==> src/common/axil_bridge_settings.svh <==
`ifndef AXIL_BRIDGE_SETTINGS_SVH
`define AXIL_BRIDGE_SETTINGS_SVH

// Flit stream width
`define FLIT_WIDTH 16

// AXI4-Lite bus widths
`define AXIL_ADDR_WIDTH 32
`define AXIL_DATA_WIDTH 32

// Outstanding request limit and the counter width it needs
`define NUM_CREDITS 4
`define CREDIT_CNT_WIDTH $clog2(`NUM_CREDITS + 1)

`endif

==> src/common/axil_bridge_pkg.sv <==
`include "axil_bridge_settings.svh"

package axil_bridge_pkg;

  typedef enum logic [7:0] {
    MSG_RD     = 8'h00,
    MSG_WR     = 8'h01,
    MSG_RD_RET = 8'h02
  } msg_type_e;

  // log2 of the byte count
  typedef enum logic [7:0] {
    SIZE_1 = 8'h00,
    SIZE_2 = 8'h01,
    SIZE_4 = 8'h02
  } msg_size_e;

  // First field listed is the most significant
  typedef struct packed {
    logic [`AXIL_DATA_WIDTH-1:0] data;
    logic [`AXIL_ADDR_WIDTH-1:0] addr;
    logic [7:0]                  tag;
    logic [7:0]                  resp;
    msg_size_e                   size;
    msg_type_e                   msg_type;
  } axil_msg_s;

  localparam int MSG_FLITS = $bits(axil_msg_s) / `FLIT_WIDTH;

  typedef struct packed {
    logic [`AXIL_ADDR_WIDTH-1:0]   awaddr;
    logic                          awvalid;
    logic [`AXIL_DATA_WIDTH-1:0]   wdata;
    logic [`AXIL_DATA_WIDTH/8-1:0] wstrb;
    logic                          wvalid;
    logic                          bready;
    logic [`AXIL_ADDR_WIDTH-1:0]   araddr;
    logic                          arvalid;
    logic                          rready;
  } axil_req_s;

  typedef struct packed {
    logic                        awready;
    logic                        wready;
    logic [1:0]                  bresp;
    logic                        bvalid;
    logic                        arready;
    logic [`AXIL_DATA_WIDTH-1:0] rdata;
    logic [1:0]                  rresp;
    logic                        rvalid;
  } axil_rsp_s;

endpackage

==> src/axil/axil_master_fsm.sv <==
`timescale 1ns/10ps

`include "axil_bridge_settings.svh"

module axil_master_fsm (
  input  logic                       clk_i,
  input  logic                       arst_n_i,

  input  axil_bridge_pkg::axil_msg_s msg_i,
  input  logic                       msg_v_i,
  output logic                       msg_ready_o,

  output axil_bridge_pkg::axil_msg_s ret_o,
  output logic                       ret_v_o,
  input  logic                       ret_ready_i,

  output axil_bridge_pkg::axil_req_s axil_req_o,
  input  axil_bridge_pkg::axil_rsp_s axil_rsp_i,

  output logic                       done_o
);
  import axil_bridge_pkg::*;

  localparam int STRB_W = `AXIL_DATA_WIDTH / 8;

  typedef enum logic [2:0] {
    IDLE,
    WR_ADDR_DATA,
    WR_RESP,
    RD_ADDR,
    RD_DATA,
    RD_RET
  } state_e;

  state_e state_q;

  logic awvalid_q;
  logic wvalid_q;
  logic aw_done;
  logic w_done;

  axil_msg_s                   msg_q;
  logic [`AXIL_DATA_WIDTH-1:0] rdata_q;
  logic [1:0]                  rresp_q;

  logic [STRB_W-1:0]           strb_base;
  logic [`AXIL_DATA_WIDTH-1:0] rd_mask;
  logic [4:0]                  lane_shift;

  assign lane_shift = {msg_q.addr[1:0], 3'b000};

  // Lane masks for the access size, before the byte offset
  always_comb begin
    case (msg_q.size)
      SIZE_1: begin
        strb_base = STRB_W'(4'b0001);
        rd_mask   = `AXIL_DATA_WIDTH'(32'h0000_00ff);
      end
      SIZE_2: begin
        strb_base = STRB_W'(4'b0011);
        rd_mask   = `AXIL_DATA_WIDTH'(32'h0000_ffff);
      end
      default: begin
        strb_base = '1;
        rd_mask   = '1;
      end
    endcase
  end

  assign axil_req_o.awaddr  = msg_q.addr;
  assign axil_req_o.awvalid = awvalid_q;
  assign axil_req_o.wdata   = msg_q.data << lane_shift;
  assign axil_req_o.wstrb   = strb_base << msg_q.addr[1:0];
  assign axil_req_o.wvalid  = wvalid_q;
  assign axil_req_o.bready  = (state_q == WR_RESP);
  assign axil_req_o.araddr  = msg_q.addr;
  assign axil_req_o.arvalid = (state_q == RD_ADDR);
  assign axil_req_o.rready  = (state_q == RD_DATA);

  assign msg_ready_o = (state_q == IDLE);

  assign ret_v_o = (state_q == RD_RET);
  assign ret_o   = '{data:     rdata_q,
                     addr:     msg_q.addr,
                     tag:      msg_q.tag,
                     resp:     {6'b0, rresp_q},
                     size:     msg_q.size,
                     msg_type: MSG_RD_RET};

  assign done_o = ((state_q == WR_RESP) && axil_rsp_i.bvalid)
               || ((state_q == RD_RET) && ret_ready_i);

  // Channel finished this cycle or earlier
  assign aw_done = !awvalid_q || axil_rsp_i.awready;
  assign w_done  = !wvalid_q || axil_rsp_i.wready;

  always_ff @(posedge clk_i or negedge arst_n_i) begin
    if (!arst_n_i) begin
      state_q   <= IDLE;
      awvalid_q <= 1'b0;
      wvalid_q  <= 1'b0;
    end else begin
      case (state_q)
        IDLE: begin
          if (msg_v_i) begin
            // Anything that is not a write goes down the read path
            if (msg_i.msg_type == MSG_WR) begin
              state_q   <= WR_ADDR_DATA;
              awvalid_q <= 1'b1;
              wvalid_q  <= 1'b1;
            end else begin
              state_q <= RD_ADDR;
            end
          end
        end
        WR_ADDR_DATA: begin
          if (axil_rsp_i.awready) begin
            awvalid_q <= 1'b0;
          end
          if (axil_rsp_i.wready) begin
            wvalid_q <= 1'b0;
          end
          if (aw_done && w_done) begin
            state_q <= WR_RESP;
          end
        end
        WR_RESP: begin
          if (axil_rsp_i.bvalid) begin
            state_q <= IDLE;
          end
        end
        RD_ADDR: begin
          if (axil_rsp_i.arready) begin
            state_q <= RD_DATA;
          end
        end
        RD_DATA: begin
          if (axil_rsp_i.rvalid) begin
            state_q <= RD_RET;
          end
        end
        RD_RET: begin
          if (ret_ready_i) begin
            state_q <= IDLE;
          end
        end
        default: begin
          state_q <= IDLE;
        end
      endcase
    end
  end

  always_ff @(posedge clk_i) begin
    if (msg_v_i && msg_ready_o) begin
      msg_q <= msg_i;
    end
    if ((state_q == RD_DATA) && axil_rsp_i.rvalid) begin
      rdata_q <= (axil_rsp_i.rdata >> lane_shift) & rd_mask;
      rresp_q <= axil_rsp_i.rresp;
    end
  end

endmodule

==> src/flit/flit_deserializer.sv <==
`timescale 1ns/10ps

`include "axil_bridge_settings.svh"

module flit_deserializer (
  input  logic                       clk_i,
  input  logic                       arst_n_i,

  input  logic [`FLIT_WIDTH-1:0]     flit_i,
  input  logic                       flit_v_i,
  output logic                       flit_ready_o,

  output axil_bridge_pkg::axil_msg_s msg_o,
  output logic                       msg_v_o,
  input  logic                       msg_ready_i
);
  import axil_bridge_pkg::*;

  localparam int MSG_W = $bits(axil_msg_s);
  localparam int CNT_W = $clog2(MSG_FLITS + 1);

  logic [CNT_W-1:0] cnt_q;
  logic [MSG_W-1:0] shift_q;

  assign msg_v_o      = (cnt_q == CNT_W'(MSG_FLITS));
  assign flit_ready_o = !msg_v_o;
  assign msg_o        = shift_q;

  always_ff @(posedge clk_i or negedge arst_n_i) begin
    if (!arst_n_i) begin
      cnt_q <= '0;
    end else if (msg_v_o && msg_ready_i) begin
      cnt_q <= '0;
    end else if (flit_v_i && flit_ready_o) begin
      cnt_q <= cnt_q + 1'b1;
    end
  end

  // New flits enter at the top, so the first one ends up lowest
  always_ff @(posedge clk_i) begin
    if (flit_v_i && flit_ready_o) begin
      shift_q <= {flit_i, shift_q[MSG_W-1:`FLIT_WIDTH]};
    end
  end

endmodule

==> src/flit/flit_serializer.sv <==
`timescale 1ns/10ps

`include "axil_bridge_settings.svh"

module flit_serializer (
  input  logic                       clk_i,
  input  logic                       arst_n_i,

  input  axil_bridge_pkg::axil_msg_s msg_i,
  input  logic                       msg_v_i,
  output logic                       msg_ready_o,

  output logic [`FLIT_WIDTH-1:0]     flit_o,
  output logic                       flit_v_o,
  input  logic                       flit_ready_i
);
  import axil_bridge_pkg::*;

  localparam int MSG_W = $bits(axil_msg_s);
  localparam int CNT_W = $clog2(MSG_FLITS + 1);

  // Flits still to be sent
  logic [CNT_W-1:0] left_q;
  logic [MSG_W-1:0] shift_q;

  assign msg_ready_o = (left_q == '0);
  assign flit_v_o    = !msg_ready_o;
  assign flit_o      = shift_q[`FLIT_WIDTH-1:0];

  always_ff @(posedge clk_i or negedge arst_n_i) begin
    if (!arst_n_i) begin
      left_q <= '0;
    end else if (msg_v_i && msg_ready_o) begin
      left_q <= CNT_W'(MSG_FLITS);
    end else if (flit_v_o && flit_ready_i) begin
      left_q <= left_q - 1'b1;
    end
  end

  always_ff @(posedge clk_i) begin
    if (msg_v_i && msg_ready_o) begin
      shift_q <= msg_i;
    end else if (flit_v_o && flit_ready_i) begin
      shift_q <= shift_q >> `FLIT_WIDTH;
    end
  end

endmodule

==> src/logic/credit_counter.sv <==
`timescale 1ns/10ps

`include "axil_bridge_settings.svh"

module credit_counter (
  input  logic                         clk_i,
  input  logic                         arst_n_i,

  input  logic                         req_i,
  input  logic                         done_i,
  output logic [`CREDIT_CNT_WIDTH-1:0] count_o
);

  logic [`CREDIT_CNT_WIDTH-1:0] count_q;

  assign count_o = count_q;

  // Both pulses together leave the count alone
  always_ff @(posedge clk_i or negedge arst_n_i) begin
    if (!arst_n_i) begin
      count_q <= '0;
    end else if (req_i && !done_i && (count_q != `CREDIT_CNT_WIDTH'(`NUM_CREDITS))) begin
      count_q <= count_q + 1'b1;
    end else if (done_i && !req_i && (count_q != '0)) begin
      count_q <= count_q - 1'b1;
    end
  end

endmodule

==> src/logic/fifo_to_axil.sv <==
`timescale 1ns/10ps

`include "axil_bridge_settings.svh"

module fifo_to_axil (
  input  logic                          clk_i,
  input  logic                          arst_n_i,

  input  logic [`FLIT_WIDTH-1:0]        fifo_i,
  input  logic                          fifo_v_i,
  output logic                          fifo_ready_and_o,

  output logic [`FLIT_WIDTH-1:0]        fifo_o,
  output logic                          fifo_v_o,
  input  logic                          fifo_ready_and_i,

  output logic [`AXIL_ADDR_WIDTH-1:0]   m_axil_awaddr_o,
  output logic [2:0]                    m_axil_awprot_o,
  output logic                          m_axil_awvalid_o,
  input  logic                          m_axil_awready_i,

  output logic [`AXIL_DATA_WIDTH-1:0]   m_axil_wdata_o,
  output logic [`AXIL_DATA_WIDTH/8-1:0] m_axil_wstrb_o,
  output logic                          m_axil_wvalid_o,
  input  logic                          m_axil_wready_i,

  input  logic [1:0]                    m_axil_bresp_i,
  input  logic                          m_axil_bvalid_i,
  output logic                          m_axil_bready_o,

  output logic [`AXIL_ADDR_WIDTH-1:0]   m_axil_araddr_o,
  output logic [2:0]                    m_axil_arprot_o,
  output logic                          m_axil_arvalid_o,
  input  logic                          m_axil_arready_i,

  input  logic [`AXIL_DATA_WIDTH-1:0]   m_axil_rdata_i,
  input  logic [1:0]                    m_axil_rresp_i,
  input  logic                          m_axil_rvalid_i,
  output logic                          m_axil_rready_o,

  output logic [`CREDIT_CNT_WIDTH-1:0]  credits_used_o
);
  import axil_bridge_pkg::*;

  axil_msg_s req_msg;
  logic      req_msg_v;
  logic      req_msg_ready;
  axil_msg_s ret_msg;
  logic      ret_msg_v;
  logic      ret_msg_ready;
  axil_req_s axil_req;
  axil_rsp_s axil_rsp;
  logic      done;

  flit_deserializer i_deser (
    .clk_i        (clk_i),
    .arst_n_i     (arst_n_i),
    .flit_i       (fifo_i),
    .flit_v_i     (fifo_v_i),
    .flit_ready_o (fifo_ready_and_o),
    .msg_o        (req_msg),
    .msg_v_o      (req_msg_v),
    .msg_ready_i  (req_msg_ready)
  );

  axil_master_fsm i_fsm (
    .clk_i       (clk_i),
    .arst_n_i    (arst_n_i),
    .msg_i       (req_msg),
    .msg_v_i     (req_msg_v),
    .msg_ready_o (req_msg_ready),
    .ret_o       (ret_msg),
    .ret_v_o     (ret_msg_v),
    .ret_ready_i (ret_msg_ready),
    .axil_req_o  (axil_req),
    .axil_rsp_i  (axil_rsp),
    .done_o      (done)
  );

  flit_serializer i_ser (
    .clk_i        (clk_i),
    .arst_n_i     (arst_n_i),
    .msg_i        (ret_msg),
    .msg_v_i      (ret_msg_v),
    .msg_ready_o  (ret_msg_ready),
    .flit_o       (fifo_o),
    .flit_v_o     (fifo_v_o),
    .flit_ready_i (fifo_ready_and_i)
  );

  // One credit per message handed to the FSM
  credit_counter i_credits (
    .clk_i    (clk_i),
    .arst_n_i (arst_n_i),
    .req_i    (req_msg_v && req_msg_ready),
    .done_i   (done),
    .count_o  (credits_used_o)
  );

  assign axil_rsp = '{awready: m_axil_awready_i,
                      wready:  m_axil_wready_i,
                      bresp:   m_axil_bresp_i,
                      bvalid:  m_axil_bvalid_i,
                      arready: m_axil_arready_i,
                      rdata:   m_axil_rdata_i,
                      rresp:   m_axil_rresp_i,
                      rvalid:  m_axil_rvalid_i};

  assign m_axil_awaddr_o  = axil_req.awaddr;
  assign m_axil_awvalid_o = axil_req.awvalid;
  assign m_axil_wdata_o   = axil_req.wdata;
  assign m_axil_wstrb_o   = axil_req.wstrb;
  assign m_axil_wvalid_o  = axil_req.wvalid;
  assign m_axil_bready_o  = axil_req.bready;
  assign m_axil_araddr_o  = axil_req.araddr;
  assign m_axil_arvalid_o = axil_req.arvalid;
  assign m_axil_rready_o  = axil_req.rready;

  // Unprivileged secure data access
  assign m_axil_awprot_o = 3'b000;
  assign m_axil_arprot_o = 3'b000;

endmodule

==> config.mk <==
export PLATFORM = sky130hd
export DESIGN_NAME = fifo_to_axil
export DESIGN_NICKNAME = d
export VERILOG_FILES = /design/src/common/axil_bridge_pkg.sv /design/src/axil/axil_master_fsm.sv /design/src/flit/flit_deserializer.sv /design/src/flit/flit_serializer.sv /design/src/logic/credit_counter.sv /design/src/logic/fifo_to_axil.sv
export VERILOG_INCLUDE_DIRS = /design/src /design/src/common
export SDC_FILE = /design/constraint.sdc
export NUM_CORES = 1
export LEC_CHECK = 0
export ABC_AREA = 1
export BUFFER_PORTS_ARGS = -buffer_cell sky130_fd_sc_hd__buf_4
export CAP_MARGIN = 20
export CORE_UTILIZATION = 30
export CTS_BUF_LIST = sky130_fd_sc_hd__clkbuf_8
export DETAILED_ROUTE_END_ITERATION = 7
export SKIP_CTS_REPAIR_TIMING = 1
export SLEW_MARGIN = 20
export SYNTH_ARGS = -nofsm -noshare
export SYNTH_HDL_FRONTEND = slang
export SYNTH_HIERARCHICAL = 1
export SYNTH_SLANG_ARGS = --single-unit
==> constraint.sdc <==
create_clock -name clk_i -period 6.8 [get_ports clk_i]
set_input_delay 0.68 -clock clk_i [delete_from_list [all_inputs] [get_ports clk_i]]
set_output_delay 0.68 -clock clk_i [all_outputs]
set_load 0.05 [all_outputs]
==> impl_metrics.env <==
export IMPL_result_of_the_run="finished, final reports clean"
export IMPL_design_portCount=193
export IMPL_detailedPlacementHpwl_um=19040
export IMPL_p_leak_nw=6.512
export IMPL_finalCriticalPeriod_ns=3.428
export IMPL_timing_final_crit_share_pct=50.41
export IMPL_total_net_switching_power_mw=2.007
export IMPL_switching_share_pct=33.65
export IMPL_yosys_cell_types_count=32
export IMPL_htreeDepth=2
export IMPL_post_route_worst_setup_slack_ns=3.372
export IMPL_clock_network_fraction_of_design_power_pct=27.0
export IMPL_drv_max_cap_violation_count=0
export IMPL_timing_critical_path_arrival_ns=2.75
export IMPL_antenna_diode_count=0
export IMPL_viasPerCell=4.160
export IMPL_synth_cells=1140
export IMPL_global_route_usage_met3_pct=2.582
export IMPL_endpoint_kind="primary output"
export IMPL_layout_commonest_cell="sky130_fd_sc_hd__edfxtp_1"
export IMPL_yosysTopAreaCell="sky130_fd_sc_hd__edfxtp_1"
export IMPL_worstPathMaxFanout=67
export IMPL_design_final_nets=1281
export IMPL_rsz0062_at_grt="no"
export IMPL_gate_family_responsible_for_the_most_delay_along_the_worst_path="buffers and inverters"
export IMPL_clk_transition_reported_paths_ns=0.06
export IMPL_setup_violations_final=0
export IMPL_routed_via_count=7713
export IMPL_internal_power_mw=3.959
export IMPL_synthToLayoutAreaGrowth_pct=13.80
export IMPL_postLayoutCellArea_um2=15690
export IMPL_critical_path_buffer_and_inverter_count=2
export IMPL_gr_total_overflow=0
export IMPL_dieArea_um2=46810
export IMPL_final_core_utilization_pct=34.57
export IMPL_gr_usage_met2_pct=18.46
export IMPL_finalNonFillerCells=1854
export IMPL_fill_cells=4467
export IMPL_wl_um=28530
export IMPL_use_met1_pct=16.34
export IMPL_ys_seq_area_share_pct=69.20
export IMPL_gp_congestion=0.7914
export IMPL_setup_tns_final_ns=0
export IMPL_core_area_um2=45380
export IMPL_top_flip_flop_cell_by_instance_count_after_synthesis="sky130_fd_sc_hd__edfxtp_1"
export IMPL_start_util_pct=30.38
export IMPL_count_of_flip_flops_with_a_built_in_enable_after_synthesis=306
export IMPL_worstSetupStartpointType="register"
export IMPL_fraction_of_power_consumed_by_sequential_logic_pct=49.2
export IMPL_ys_ff_latch=320
export IMPL_worstSetupPathType="register to primary output"
export IMPL_initial_antenna_violation_count=0
export IMPL_crit_chain="inv_2 > nand2_2 > o22ai_1 > buf_4"
export IMPL_grt_pass1_wl_um=42570
export IMPL_synth_cell_area_um2=13790
export IMPL_clkLatencyLatePin_ns=0.60
export IMPL_tightestPinTransition_ns=1.045
export IMPL_max_freq_ghz=0.2917
export IMPL_slew_headroom_pct=30.37
export IMPL_finalMaxSlewViolations=0
export IMPL_ys_top_cells_by_area="sky130_fd_sc_hd__edfxtp_1, sky130_fd_sc_hd__buf_4, sky130_fd_sc_hd__nand2_1"
export IMPL_timing_hold_violations_final=0
export IMPL_mostFrequentLayoutCells="sky130_fd_sc_hd__edfxtp_1, sky130_fd_sc_hd__buf_4, sky130_fd_sc_hd__inv_1, sky130_fd_sc_hd__nand2_1, sky130_fd_sc_hd__o21ai_0"
export IMPL_drive_above_1_share_pct=22.57
export IMPL_cts_root_buffer="sky130_fd_sc_hd__clkbuf_8"
export IMPL_tritoncts_num_sinks=320
export IMPL_fraction_of_synthesis_flops_using_an_asynchronous_set_or_reset_pin_pct=4.375
export IMPL_row_count=78
export IMPL_place_detailed_instances=1758
export IMPL_cp_slowest_stage_delay_ns=0.73
export IMPL_critPathRequiredTime_ns=6.12
export IMPL_fp_dieW_um=216.4
export IMPL_avgSynthCellArea_um2=12.09
export IMPL_power_frac_comb_pct=23.8
export IMPL_yosysWarningCount=6
export IMPL_p_per_area_nw_per_um2=380.3
export IMPL_die_h_um=216.4
export IMPL_cts_tree="yes"
export IMPL_numCtsBuffers=53
export IMPL_antenna_left=0
export IMPL_synth_top_area_share_pct=66.65
export IMPL_hold_class="primary input to register"
export IMPL_fin_skew_ns=0.03075
export IMPL_grt_busiest_layer="met2"
export IMPL_drt_pass1_iterations=5
export IMPL_vdd_ir_drop_max_uv=247.7
export IMPL_crit_path_top_delay_cell="sky130_fd_sc_hd__inv_2"
export IMPL_portBuffers=184
export IMPL_detailedPlace_worstSlack_ns=3.480
export IMPL_initialDrtViolationCount=593
export IMPL_first_global_vias=7372
export IMPL_remaining_drc_errors=0
export IMPL_overall_track_demand_over_capacity_in_global_routing_pct=11.91
export IMPL_wl_per_cell_um=15.39
export IMPL_cts_buffer_depth=3
export IMPL_grt_start_max_net_pins=74
export IMPL_placedInstanceArea_um2=14660
==> worst register-to-register path, stage by stage, from the launching register on <==
cell	delay, ns
sky130_fd_sc_hd__dfrtp_1	0.58
sky130_fd_sc_hd__nand3_1	0.16
sky130_fd_sc_hd__inv_1	0.14
sky130_fd_sc_hd__nand3_4	0.45
sky130_fd_sc_hd__nand2_4	0.88
sky130_fd_sc_hd__buf_4	0.60
==> per-stage QoR <==
stage,hold slack [ns],total power [mW]
floorplan,0.3844,4.088
global placement,0.4025,4.380
detailed placement,0.4045,4.427
CTS,-0.09497,6.057
global route,0.2108,6.280
finish,0.2524,5.967
==> cell type report <==
| class | instances | area [um2] | share of cell area, % |
|---|---|---|---|
| inverter | 156 | 588.1 | 3.749 |
| clock buffer | 53 | 729.5 | 4.650 |
| sequential | 320 | 9539 | 60.81 |
| tap | 600 | 750.7 | 4.785 |
| clock inverter | 41 | 260.3 | 1.659 |
| timing repair buffer | 193 | 1471 | 9.380 |
| multi-input combinational | 491 | 2349 | 14.97 |
==> synthesized netlist by cell type (3+ instances only) <==
cell                       number
sky130_fd_sc_hd__a21oi_1       41
sky130_fd_sc_hd__a22oi_1        8
sky130_fd_sc_hd__buf_2         13
sky130_fd_sc_hd__buf_4        154
sky130_fd_sc_hd__buf_6         12
sky130_fd_sc_hd__clkbuf_1      10
sky130_fd_sc_hd__conb_1         3
sky130_fd_sc_hd__dfrtp_1       14
sky130_fd_sc_hd__edfxtp_1     306
sky130_fd_sc_hd__ha_1           4
sky130_fd_sc_hd__inv_1        148
sky130_fd_sc_hd__inv_2          8
sky130_fd_sc_hd__mux2i_1        8
sky130_fd_sc_hd__nand2_1      169
sky130_fd_sc_hd__nand2_2        8
sky130_fd_sc_hd__nand3_1       26
sky130_fd_sc_hd__nor2_1        75
sky130_fd_sc_hd__nor2_4         3
sky130_fd_sc_hd__o21ai_0      102
sky130_fd_sc_hd__o21ai_1       10
sky130_fd_sc_hd__o22ai_1        7
==> layer usage <==
layer	wire length (um)	vias up
li1	-	3797
met1	13040	3600
met2	13150	271
met3	1593	45
met4	743	0
met5	0	-
==> logic make-up after synthesis <==
kind of cell,Yosys count,synth area share [%]
DFF,320,69.20
buffers and inverters,346,14.39
AOI/OAI and AO/OA,171,6.553
and+or+nand+nor,287,8.686
muxes,8,0.5809
other,3,0.08168
adders and majority gates,5,0.5083
==> power groups by stage <==
| stage | logic (mW) | registers [mW] | clock network, mW |
|---|---|---|---|
| final | 1.42 | 2.93 | 1.61 |
| after global routing | 1.56 | 2.98 | 1.74 |
| after detailed placement | 1.44 | 2.99 | 0 |
| after global placement | 1.41 | 2.97 | 0 |
| after CTS | 1.45 | 2.95 | 1.66 |
| after floorplan | 1.16 | 2.93 | 0 |
==> sequential cells by signal, summed over array words and instances (netlist names) <==
signal / cells
i_credits/count_o: 3
i_fsm/rresp_q: 2
i_fsm/awvalid_q: 1
i_fsm/ret_o: 16
i_fsm/msg_q: 32
i_deser/cnt_q: 3
i_fsm/axil_req_o: 32
i_fsm/rdata_q: 32
i_ser/left_q: 3
i_fsm/state_q: 3
i_deser/msg_o: 96
i_fsm/wvalid_q: 1
i_ser/shift_q: 96
==> final timing paths <==
check | slack (ns) | startpoint | endpoint | depth (start not counted)
min | 0.25 | fifo_i[0] | i_deser/msg_o[80] | 1
min reg2reg | 0.42 | i_deser/msg_o[20] | i_deser/msg_o[4] | 0
max | 3.37 | i_fsm/axil_req_o[2] | m_axil_wdata_o[22] | 4
max in group asynchronous | 6.12 | arst_n_i | i_deser/cnt_q[0] | 2
max reg2reg | 3.60 | i_fsm/state_q[0] | i_ser/shift_q[37] | 5
min in group asynchronous | 0.49 | arst_n_i | i_fsm/awvalid_q | 2
Note: power is estimated with default switching activity, not from simulation.
